$ cat src/hdl/pool_defines.svh
// Sizes of the max-pooling stream stage, included by the package and every RTL file
`ifndef POOL_DEFINES_SVH
`define POOL_DEFINES_SVH

// Width of one grayscale pixel
`define POOL_VALUE_BITS 8

// Width of one stream word on the external ports
`define POOL_WORD_BITS 32

// Pixels in one input image row
`define POOL_ROW_WIDTH 28

// Edge of the square pooling window
`define POOL_SIZE 2

// Pixels in one pooled output row
`define POOL_OUT_WIDTH (`POOL_ROW_WIDTH / `POOL_SIZE)

`endif

$ cat src/hdl/pool_pkg.sv
// Shared pixel, word and FSM state types, imported by the pooling RTL and its testbench
`default_nettype none
`include "pool_defines.svh"

package pool_pkg;

    // One unsigned grayscale value
    typedef logic [`POOL_VALUE_BITS-1:0] pixel_t;

    // One word on the input or output stream
    typedef logic [`POOL_WORD_BITS-1:0] word_t;

    // Pooling engine control
    typedef enum logic [1:0] {
        POOL_GET_ROW,
        POOL_COMPUTE_ROW,
        POOL_WAIT_READ
    } pool_state_e;

    // Output serializer control
    typedef enum logic [0:0] {
        SER_IDLE,
        SER_SEND
    } ser_state_e;

endpackage

`default_nettype wire

$ cat src/hdl/max_pool_row.sv
// Max-pooling engine that folds each pair of input rows into one row of 2x2 block maxima
`default_nettype none
`include "pool_defines.svh"

module max_pool_row (
    input  wire logic              clock_i,
    input  wire logic              reset_i,
    input  wire pool_pkg::pixel_t  row_i [`POOL_ROW_WIDTH],
    input  wire logic              row_valid_i,
    output logic                   row_accept_o,
    output pool_pkg::pixel_t       pooled_row_o [`POOL_OUT_WIDTH],
    output logic                   pooled_valid_o,
    input  wire logic              pooled_accept_i
);
    import pool_pkg::*;

    localparam int COL_BITS = $clog2(`POOL_OUT_WIDTH);
    localparam int ROW_BITS = $clog2(`POOL_SIZE);
    localparam logic [COL_BITS-1:0] LAST_COL = COL_BITS'(`POOL_OUT_WIDTH - 1);
    localparam logic [ROW_BITS-1:0] LAST_ROW = ROW_BITS'(`POOL_SIZE - 1);

    pool_state_e         state_q;
    pool_state_e         state_d;
    // Output column being computed
    logic [COL_BITS-1:0] col_q;
    logic [COL_BITS-1:0] col_d;
    // Input rows already folded into the accumulator
    logic [ROW_BITS-1:0] row_cnt_q;
    logic [ROW_BITS-1:0] row_cnt_d;

    pixel_t              in_row_q [`POOL_ROW_WIDTH];
    pixel_t              acc_q [`POOL_OUT_WIDTH];

    logic                latch_row;
    logic                update_acc;
    logic                clear_acc;

    pixel_t              left_px;
    pixel_t              right_px;
    pixel_t              pair_max;
    pixel_t              col_max;

    // Horizontal pair under the current column, then fold in what the accumulator holds
    always_comb begin
        left_px  = in_row_q[{col_q, 1'b0}];
        right_px = in_row_q[{col_q, 1'b1}];
        pair_max = (left_px > right_px) ? left_px : right_px;
        col_max  = (acc_q[col_q] > pair_max) ? acc_q[col_q] : pair_max;
    end

    always_comb begin
        state_d        = state_q;
        col_d          = col_q;
        row_cnt_d      = row_cnt_q;
        latch_row      = 1'b0;
        update_acc     = 1'b0;
        clear_acc      = 1'b0;
        row_accept_o   = 1'b0;
        pooled_valid_o = 1'b0;

        case (state_q)
            POOL_GET_ROW: begin
                if (row_valid_i) begin
                    row_accept_o = 1'b1;
                    latch_row    = 1'b1;
                    col_d        = '0;
                    state_d      = POOL_COMPUTE_ROW;
                end
            end
            POOL_COMPUTE_ROW: begin
                // One output column per cycle
                update_acc = 1'b1;
                col_d      = col_q + 1'b1;
                if (col_q == LAST_COL) begin
                    col_d = '0;
                    if (row_cnt_q == LAST_ROW) begin
                        state_d = POOL_WAIT_READ;
                    end else begin
                        row_cnt_d = row_cnt_q + 1'b1;
                        state_d   = POOL_GET_ROW;
                    end
                end
            end
            POOL_WAIT_READ: begin
                pooled_valid_o = 1'b1;
                if (pooled_accept_i) begin
                    clear_acc = 1'b1;
                    row_cnt_d = '0;
                    state_d   = POOL_GET_ROW;
                end
            end
            default: begin
                state_d = POOL_GET_ROW;
            end
        endcase
    end

    always_ff @(posedge clock_i) begin
        if (reset_i) begin
            state_q   <= POOL_GET_ROW;
            col_q     <= '0;
            row_cnt_q <= '0;
        end else begin
            state_q   <= state_d;
            col_q     <= col_d;
            row_cnt_q <= row_cnt_d;
        end
    end

    // Copy of the row being pooled, frees the deserializer to refill
    always_ff @(posedge clock_i) begin
        if (latch_row) begin
            in_row_q <= row_i;
        end
    end

    // Running maxima start from zero for every row pair
    always_ff @(posedge clock_i) begin
        if (reset_i || clear_acc) begin
            for (int i = 0; i < `POOL_OUT_WIDTH; i++) begin
                acc_q[i] <= '0;
            end
        end else if (update_acc) begin
            acc_q[col_q] <= col_max;
        end
    end

    assign pooled_row_o = acc_q;

endmodule

`default_nettype wire

$ cat src/hdl/pool_top.sv
// Top level of the 2x2 max-pooling stream stage with word-wide valid/stall ports on both sides
`default_nettype none
`include "pool_defines.svh"

module pool_top (
    input  wire logic             clock_i,
    input  wire logic             reset_i,
    // Source side
    input  wire pool_pkg::word_t  in_data_i,
    input  wire logic             in_valid_i,
    output logic                  upstream_stall_o,
    // Sink side
    output pool_pkg::word_t       out_data_o,
    output logic                  out_valid_o,
    input  wire logic             downstream_stall_i
);
    import pool_pkg::*;

    // Full input row from the deserializer
    pixel_t in_row [`POOL_ROW_WIDTH];
    logic   in_row_valid;
    logic   in_row_accept;

    // Pooled row from the engine
    pixel_t pooled_row [`POOL_OUT_WIDTH];
    logic   pooled_valid;
    logic   pooled_accept;

    row_deserializer u_deser (
        .clock_i          (clock_i),
        .reset_i          (reset_i),
        .in_data_i        (in_data_i),
        .in_valid_i       (in_valid_i),
        .upstream_stall_o (upstream_stall_o),
        .row_o            (in_row),
        .row_valid_o      (in_row_valid),
        .row_accept_i     (in_row_accept)
    );

    max_pool_row u_pool (
        .clock_i         (clock_i),
        .reset_i         (reset_i),
        .row_i           (in_row),
        .row_valid_i     (in_row_valid),
        .row_accept_o    (in_row_accept),
        .pooled_row_o    (pooled_row),
        .pooled_valid_o  (pooled_valid),
        .pooled_accept_i (pooled_accept)
    );

    // Stall from the sink backs up through the serializer into the engine
    row_serializer u_ser (
        .clock_i            (clock_i),
        .reset_i            (reset_i),
        .row_i              (pooled_row),
        .row_valid_i        (pooled_valid),
        .row_accept_o       (pooled_accept),
        .out_data_o         (out_data_o),
        .out_valid_o        (out_valid_o),
        .downstream_stall_i (downstream_stall_i)
    );

endmodule

`default_nettype wire

$ cat src/hdl/row_deserializer.sv
// Input parallelizer that packs one pixel per accepted word into a row for the pooling engine
`default_nettype none
`include "pool_defines.svh"

module row_deserializer (
    input  wire logic              clock_i,
    input  wire logic              reset_i,
    input  wire pool_pkg::word_t   in_data_i,
    input  wire logic              in_valid_i,
    output logic                   upstream_stall_o,
    output pool_pkg::pixel_t       row_o [`POOL_ROW_WIDTH],
    output logic                   row_valid_o,
    input  wire logic              row_accept_i
);
    import pool_pkg::*;

    localparam int COL_BITS = $clog2(`POOL_ROW_WIDTH);
    localparam logic [COL_BITS-1:0] LAST_COL = COL_BITS'(`POOL_ROW_WIDTH - 1);

    // Column where the next pixel lands
    logic [COL_BITS-1:0] col_q;
    // Set once the row holds all its pixels
    logic                full_q;
    pixel_t              row_q [`POOL_ROW_WIDTH];

    logic                take_word;

    // Words are only taken while the row still has room
    assign take_word = in_valid_i && !full_q;

    always_ff @(posedge clock_i) begin
        if (reset_i) begin
            col_q  <= '0;
            full_q <= 1'b0;
        end else if (full_q) begin
            if (row_accept_i) begin
                full_q <= 1'b0;
                col_q  <= '0;
            end
        end else if (take_word) begin
            if (col_q == LAST_COL) begin
                full_q <= 1'b1;
                col_q  <= '0;
            end else begin
                col_q <= col_q + 1'b1;
            end
        end
    end

    // Pixel storage, upper bits of the word are dropped
    always_ff @(posedge clock_i) begin
        if (take_word) begin
            row_q[col_q] <= in_data_i[`POOL_VALUE_BITS-1:0];
        end
    end

    assign row_o            = row_q;
    assign row_valid_o      = full_q;
    assign upstream_stall_o = full_q;

endmodule

`default_nettype wire

$ cat src/hdl/row_serializer.sv
// Output serializer that streams a pooled row as zero-extended words under downstream stall
`default_nettype none
`include "pool_defines.svh"

module row_serializer (
    input  wire logic              clock_i,
    input  wire logic              reset_i,
    input  wire pool_pkg::pixel_t  row_i [`POOL_OUT_WIDTH],
    input  wire logic              row_valid_i,
    output logic                   row_accept_o,
    output pool_pkg::word_t        out_data_o,
    output logic                   out_valid_o,
    input  wire logic              downstream_stall_i
);
    import pool_pkg::*;

    localparam int IDX_BITS = $clog2(`POOL_OUT_WIDTH);
    localparam logic [IDX_BITS-1:0] LAST_IDX = IDX_BITS'(`POOL_OUT_WIDTH - 1);

    ser_state_e          state_q;
    // Word currently presented on the output
    logic [IDX_BITS-1:0] idx_q;
    pixel_t              hold_q [`POOL_OUT_WIDTH];

    // A new row is only taken once the previous one is fully sent
    assign row_accept_o = (state_q == SER_IDLE) && row_valid_i;

    always_ff @(posedge clock_i) begin
        if (reset_i) begin
            state_q <= SER_IDLE;
            idx_q   <= '0;
        end else begin
            case (state_q)
                SER_IDLE: begin
                    if (row_accept_o) begin
                        idx_q   <= '0;
                        state_q <= SER_SEND;
                    end
                end
                SER_SEND: begin
                    if (!downstream_stall_i) begin
                        if (idx_q == LAST_IDX) begin
                            state_q <= SER_IDLE;
                        end else begin
                            idx_q <= idx_q + 1'b1;
                        end
                    end
                end
            endcase
        end
    end

    always_ff @(posedge clock_i) begin
        if (row_accept_o) begin
            hold_q <= row_i;
        end
    end

    // Data stays put while stalled since idx_q only moves on a transfer
    assign out_data_o  = {{(`POOL_WORD_BITS - `POOL_VALUE_BITS){1'b0}}, hold_q[idx_q]};
    assign out_valid_o = (state_q == SER_SEND);

endmodule

`default_nettype wire

$ cat config.mk
export PLATFORM = sky130hd
export DESIGN_NAME = pool_top
export DESIGN_NICKNAME = d
export VERILOG_FILES = /design/src/hdl/pool_pkg.sv /design/src/hdl/max_pool_row.sv /design/src/hdl/pool_top.sv /design/src/hdl/row_deserializer.sv /design/src/hdl/row_serializer.sv
export VERILOG_INCLUDE_DIRS = /design/src /design/src/hdl
export SDC_FILE = /design/constraint.sdc
export NUM_CORES = 1
export LEC_CHECK = 0
export BUFFER_PORTS_ARGS = -buffer_cell sky130_fd_sc_hd__buf_2
export CORE_UTILIZATION = 50
export CTS_BUF_LIST = sky130_fd_sc_hd__clkbuf_16
export DETAILED_ROUTE_END_ITERATION = 16
export GPL_TIMING_DRIVEN = 0
export PLACE_DENSITY = 0.66
export SLEW_MARGIN = 20
export SYNTH_ARGS = -nofsm -noshare
export SYNTH_HDL_FRONTEND = slang
export SYNTH_SLANG_ARGS = --single-unit
$ cat constraint.sdc
create_clock -name clock_i -period 13.8 [get_ports clock_i]
set_clock_uncertainty 0.15 [all_clocks]
set_input_delay 2.07 -clock clock_i [delete_from_list [all_inputs] [get_ports clock_i]]
set_output_delay 2.07 -clock clock_i [all_outputs]
set_load 0.01 [all_outputs]
==> run_results.csv, run 1 <==
group,metric,value,unit
status,status,"complete, no violations",
final_layout,nNetsFinal,1767,
final_layout,area_growth,12.4,%
pwr,switchingPower,802,uW
pwr,internal_power,3.25,mW
route,route.detailed.drc,0,
pwr,p_seq_share,55.2,%
die,start_util,50.7,%
placement,io_buffers,20,
logic_synthesis,synth_async_sr_flop_share,0,%
hold_path,hp-class,"register to register",
sta,finalCriticalPeriod,7.94,ns
route,drt_iter0_markers,1413,
sta,setup_violations,0,
job,max_cap_violations,0,
grt,grt-ovfl-total,0,
pwr,power_frac_comb,1.0,%
sta,rsz0062_at_grt,"false",
logic_synthesis,avgSynthCellArea,16.8,sq um
placement,dpl_cell_area,27800,sq um
pwr,p_clk_share,43.8,%
sta,worstMarginPinSlew,1.23,ns
setup_path,cp_max_fo,10,
final_layout,insertedDiodeCount,0,
pwr,p_total,4.05,mW
final_layout,finalInstanceArea,29900,sq um
sta,fin_crit_sh,57.5,%
grt,grt_pass1_vias,14234,
logic_synthesis,synth_seq_area_share,72.9,%
logic_synthesis,netlist_instances,1589,
logic_synthesis,synth_area_leader_cell,"edfxtp_1",
pwr,power_density,135,nW/um^2
final_layout,post_route_cells_drive_above_1_share,17.9,%
cts,clockRootBuffer,"clkbuf_16",
sta,fin_setup_tns,0,ns
setup_path,end_kind,"register",
pwr,leakage,9.56,nW
cts,cts_resized,0,
die,die-area,54200,sq um
die,die_x,233,um
setup_path,reg2reg_slack,5.86,ns
route,wire_per_inst,25.3,um
sta,slew_viol_final,0,
cts,cts_made_buffers,69,
grt,grtUsageTotal,23.4,%
route,ant_nets,0,
final_layout,final_util,56.9,%
cts,cts_setup_buffers,0,
pwr,peakVddDrop,125,uV
die,pin_count,70,
cts,cts_sinks,690,
cts,cts_buffer_depth,3,
route,firstDrtPassIters,7,
cts,clk_pin_slew,0.07,ns
logic_synthesis,yosysMostFrequentCell,"edfxtp_1",
setup_path,cp.arrival,8.31,ns
die,fp.coreArea,52600,sq um
setup_path,r2r.worst_path.cells,23,
final_layout,final_cells,2446,
grt,grt_pass1_wl,91.3,mm
die,rows,84,
logic_synthesis,synth_ff_type,"edfxtp_1",
route,wirelength,62.0,mm
route,dr_total_vias,14641,
placement,dp_cells,2323,
logic_synthesis,synth.distinct_cells,58,
placement,routabilityCongestion,0.903,
die,fp.dieH,233,um
cts,cts.htree.levels,3,
cts,clkLatencyLatePin,0.61,ns
logic_synthesis,synthTopCellsByArea,"edfxtp_1 (63%), dfxtp_1 (9.8%), mux4_2 (6.7%), a221o_1 (2.7%), mux2i_1 (2.7%)",
logic_synthesis,synth_top_area_share,63.2,%
setup_path,crit_required,14.17,ns
sta,slew_headroom,18.3,%
hold_path,holdPathStages,0,
grt,grt_max_degree,92,
cts,postCtsHoldBufs,0,
route,vias_per_cell,5.99,
logic_synthesis,syn-cell-area,26600,sq um
placement,hpwl,41.6,mm
logic_synthesis,synth_edf_count,560,
pwr,swShare,19.8,%
setup_path,start_kind,"register",
logic_synthesis,ys_warn_count,0,
grt,antenna_found_initial,0,
sta,hold_viol,0,
logic_synthesis,synth_common_cells,"edfxtp_1 (560), nor2_1 (150), dfxtp_1 (130)",
setup_path,crit_type,"register to register",
cts,cts_tree,"yes",
sta,fmax,126,MHz
logic_synthesis,ys_ff_latch,690,
[power by group through the flow]
| stage | combinational [mW] | clock (mW) | sequential, mW |
|---|---|---|---|
| CTS | 0.0402 | 1.81 | 2.24 |
| floorplan | 0.0188 | 0 | 2.28 |
| global placement | 0.0387 | 0 | 2.28 |
| detailed placement | 0.0401 | 0 | 2.28 |
| finish | 0.0408 | 1.78 | 2.24 |
| global route | 0.0436 | 1.89 | 2.23 |
[area by class of cell]
class                   instances  area (sq um)
clock buffers                  69          1730
flip-flops and latches        690         19400
well taps                     688           861
fillers                      4010         22600
repair buffers                 23           183
inverters                      43           174
plain buffers                 102           619
multi-input cells             777          6530
clock inverters                54           404
[flip-flops by register name, indices dropped and copies added, names as in the netlist]
register and count:
u_deser.col_q 5, u_pool.in_row_q 224, u_ser.hold_q 112, u_pool.pooled_row_o 112
u_deser.row_o 224, u_ser.out_valid_o 1, u_pool.state_q 2, u_ser.idx_q 4
u_deser.row_valid_o 1, u_pool.col_q 4, u_pool.row_cnt_q 1
[layout by cell type (no fill, tap or decap), types with 24 or more instances in the layout]
cell type / n
clkbuf_1: 24
edfxtp_1: 560
inv_1: 41
ha_1: 25
mux4_2: 79
dfxtp_1: 130
nor3_1: 26
buf_4: 27
conb_1: 24
mux2i_1: 72
o22ai_1: 24
nand2_1: 46
clkbuf_16: 69
o21ai_1: 32
a21oi_1: 67
buf_2: 50
a221o_1: 72
nor2_1: 150
[worst max-delay path, cell delays in order, from the launching register on]
cell,delay [ns]
dfxtp_1,0.30
buf_2,0.19
clkbuf_1,0.81
buf_2,0.47
mux4_2,0.39
nand2_1,0.11
nand3_1,0.10
inv_1,0.07
ha_1,0.23
nor2b_1,0.13
o211ai_1,0.16
a21oi_1,0.12
o22ai_4,0.46
mux2i_2,0.89
inv_2,0.24
ha_1,0.37
a21oi_1,0.14
o221ai_1,0.15
o211ai_2,0.43
buf_2,0.32
buf_2,0.33
clkbuf_1,0.62
nand2_1,0.41
o21ai_1,0.22
[metrics by stage]
stage	hold slack, ns	setup WS, ns
6_report	0.259	5.86
5_1_grt	0.269	5.65
4_1_cts	0.261	6.02
3_5_place_dp	0.255	6.08
3_3_place_gp	0.250	5.75
2_1_floorplan	0.250	7.68
[path summary, 6_finish.rpt]
kind                                   startpoint                endpoint
worst max-delay path              u_pool.col_q[1]  u_pool.pooled_row_o[4]
worst min-delay path            u_deser.row_o[30]     u_pool.in_row_q[30]
worst max register to register    u_pool.col_q[1]  u_pool.pooled_row_o[4]
worst min register to register  u_deser.row_o[30]     u_pool.in_row_q[30]
[logic make-up after synthesis]
group,count (synthesis),share of synthesized area [%]
xor+xnor,3,0.0987
mux,162,10.1
simple gates,282,4.77
other cells,1,0.0141
fa+ha+maj,25,1.17
compound gates,281,8.00
flops,690,72.9
buf+inv,145,2.93
[routing by layer]
| layer | global-route usage (%) | part of all wire (%) |
|---|---|---|
| met2 | 39.0 | 49 |
| met4 | 9.48 | 4.1 |
| met3 | 4.51 | 7.1 |
| met1 | 30.2 | 40 |
| met5 | 0 | 0 |
(Power assumes the default switching activity.)
==> inputs of run 2 (changes only) <==
==> constraint.sdc (replaced) <==
create_clock -name clock_i -period 7.8 [get_ports clock_i]
set_clock_uncertainty 0.15 [all_clocks]
set_input_delay 1.17 -clock clock_i [delete_from_list [all_inputs] [get_ports clock_i]]
set_output_delay 1.17 -clock clock_i [all_outputs]
set_load 0.01 [all_outputs]
==> run_results.csv, run 2 (synthesis results as in run 1) <==
group,metric,value,unit
status,status,"complete, no violations",
grt,grt-ovfl-total,0,
pwr,p_total,7.17,mW
setup_path,cp_max_fo,10,
route,ant_nets,0,
pwr,leakage,9.56,nW
grt,grt_pass1_vias,14234,
job,max_cap_violations,0,
final_layout,fillers,4009,
route,vias_per_cell,5.96,
cts,clk_pin_slew,0.06,ns
setup_path,crit_type,"register to register",
die,pin_count,70,
placement,io_buffers,20,
final_layout,post_route_cells_drive_above_1_share,17.9,%
setup_path,crit_required,8.19,ns
die,fp.coreArea,52600,sq um
final_layout,insertedDiodeCount,0,
final_layout,layout_commonest_cell,"edfxtp_1",
sta,fin_crit_sh,93.9,%
final_layout,finalInstanceArea,29900,sq um
sta,slew_viol_final,0,
setup_path,timing.critical_path.mode_cell,"buf_2",
route,drt_iter0_markers,1319,
sta,rsz0062_at_grt,"false",
route,wire_per_inst,25.2,um
die,rows,84,
die,die-area,54200,sq um
pwr,power_frac_comb,1.0,%
setup_path,end_kind,"register",
sta,finalCriticalPeriod,7.33,ns
setup_path,slowest_delay,0.89,ns
sta,hold_viol,0,
route,route.detailed.drc,0,
cts,postCtsHoldBufs,0,
route,dr_total_vias,14570,
pwr,internal_power,5.75,mW
die,start_util,50.7,%
sta,worstMarginPinSlew,1.21,ns
setup_path,cp_num_buf_inv,6,
die,die_x,233,um
cts,cts_sinks,690,
pwr,power_density,240,nW/um^2
cts,cts_buffer_depth,3,
pwr,swShare,19.8,%
cts,clockRootBuffer,"clkbuf_16",
route,wirelength,61.7,mm
placement,dpl_cell_area,27800,sq um
placement,routabilityCongestion,0.903,
placement,hpwl,41.6,mm
grt,grtUsageTotal,23.4,%
hold_path,hp-class,"register to register",
sta,setup_slack,0.474,ns
final_layout,area_growth,12.4,%
cts,cts_tree,"yes",
pwr,p_clk_share,43.8,%
final_layout,layout_common_cells,"edfxtp_1 (560), nor2_1 (150), dfxtp_1 (130)",
grt,grt_pass1_wl,91.3,mm
placement,place_ws,0.0843,ns
cts,cts.htree.levels,3,
setup_path,crit_path_cell_trace,"buf_2 -> buf_1 -> buf_2 -> mux4_2 -> nand2_1 -> nand3_1 -> inv_1 -> ha_1 -> nor2b_1 -> o211ai_1 -> a21oi_1 -> o22ai_4 -> mux2i_4 -> inv_2 -> ha_1 -> a21oi_1 -> o21ai_0 -> o211ai_2 -> buf_2 -> nor4b_2 -> a221o_1",
setup_path,slowest_stage,"nor4b_2",
sta,slew_headroom,19.3,%
sta,fmax,137,MHz
die,fp.dieH,233,um
grt,grt_max_degree,92,
setup_path,cp.arrival,7.71,ns
setup_path,critical_path.top_delay_family,"buffers and inverters",
final_layout,nNetsFinal,1766,
grt,antenna_found_initial,0,
pwr,peakVddDrop,222,uV
pwr,switchingPower,1.42,mW
cts,clkLatencyLatePin,0.61,ns
route,firstDrtPassIters,6,
pwr,p_seq_share,55.2,%
sta,setup_violations,0,
cts,cts_made_buffers,69,
setup_path,start_kind,"register",
## run 2: cell count changes in the layout (fill, tap and decap cells not counted)
cell      delta
mux2i_2      -1
buf_1        +1
clkbuf_1     -2
mux2i_4      +1
## run 2: metrics by stage
| step | utilization, % | hold WS [ns] | cells | setup TNS (ns) |
|---|---|---|---|---|
| 2_1_floorplan | - | 0.250 | 1612 | 0 |
| 3_3_place_gp | 52.7 | 0.250 | 2320 | -0.534 |
| 3_5_place_dp | 52.9 | 0.255 | 2323 | 0 |
| 4_1_cts | 56.9 | 0.261 | 2446 | 0 |
| 5_1_grt | 56.9 | 0.269 | 2445 | 0 |
| 6_report | 56.9 | 0.261 | 2445 | 0 |
## run 2: final timing paths
check / slack (ns) / startpoint / end / cells after the start
worst max-delay path: 0.47 / u_pool.col_q[1] / u_pool.pooled_row_o[31] / 21
worst min-delay path: 0.26 / u_deser.row_o[30] / u_pool.in_row_q[30] / 0
worst max register to register: 0.47 / u_pool.col_q[1] / u_pool.pooled_row_o[31] / 21
worst min register to register: 0.26 / u_deser.row_o[30] / u_pool.in_row_q[30] / 0
## run 2: per-layer routing
layer / vias to the layer above / track usage [%] / share of wire, %
met3: 157 / 4.51 / 6.5
li1: 6475 / - / -
met1: 7319 / 30.2 / 40
met2: 619 / 39.0 / 49
met4: 0 / 9.48 / 4.1
met5: - / 0 / 0
## run 2: final cells by class
class | count | area (sq um) | area share (%)
buffer | 101 | 616 | 2.06
clock buffer | 69 | 1730 | 5.77
clock inverter | 54 | 404 | 1.35
inverter | 43 | 174 | 0.581
multi-input combinational | 777 | 6540 | 21.8
sequential | 690 | 19400 | 64.9
tap | 688 | 861 | 2.88
timing repair buffer | 23 | 183 | 0.611
## run 2: worst reg2reg max path: cells and delay by family (launching register included)
| family | cells | cell delay, ns |
|---|---|---|
| adder cells (fa/ha/maj) | 2 | 0.59 |
| buffers and inverters | 6 | 2.11 |
| multiplexers | 2 | 1.07 |
| flip-flops | 1 | 0.31 |
| AND/OR/NAND/NOR | 4 | 1.23 |
| AO/OA/AOI/OAI | 7 | 1.79 |
## run 2: what timing repair did
item,in CTS,in global routing
setup endpoints to repair,0,17
setup buffers,0,0
gates resized for setup,0,2
## run 2: power by group through the flow
stage / clock network (mW) / logic, mW / registers (mW)
floorplan: 0 / 0.0332 / 4.03
global placement: 0 / 0.0685 / 4.03
detailed placement: 0 / 0.0710 / 4.03
CTS: 3.19 / 0.0711 / 3.95
global route: 3.34 / 0.0772 / 3.95
finish: 3.14 / 0.0720 / 3.95
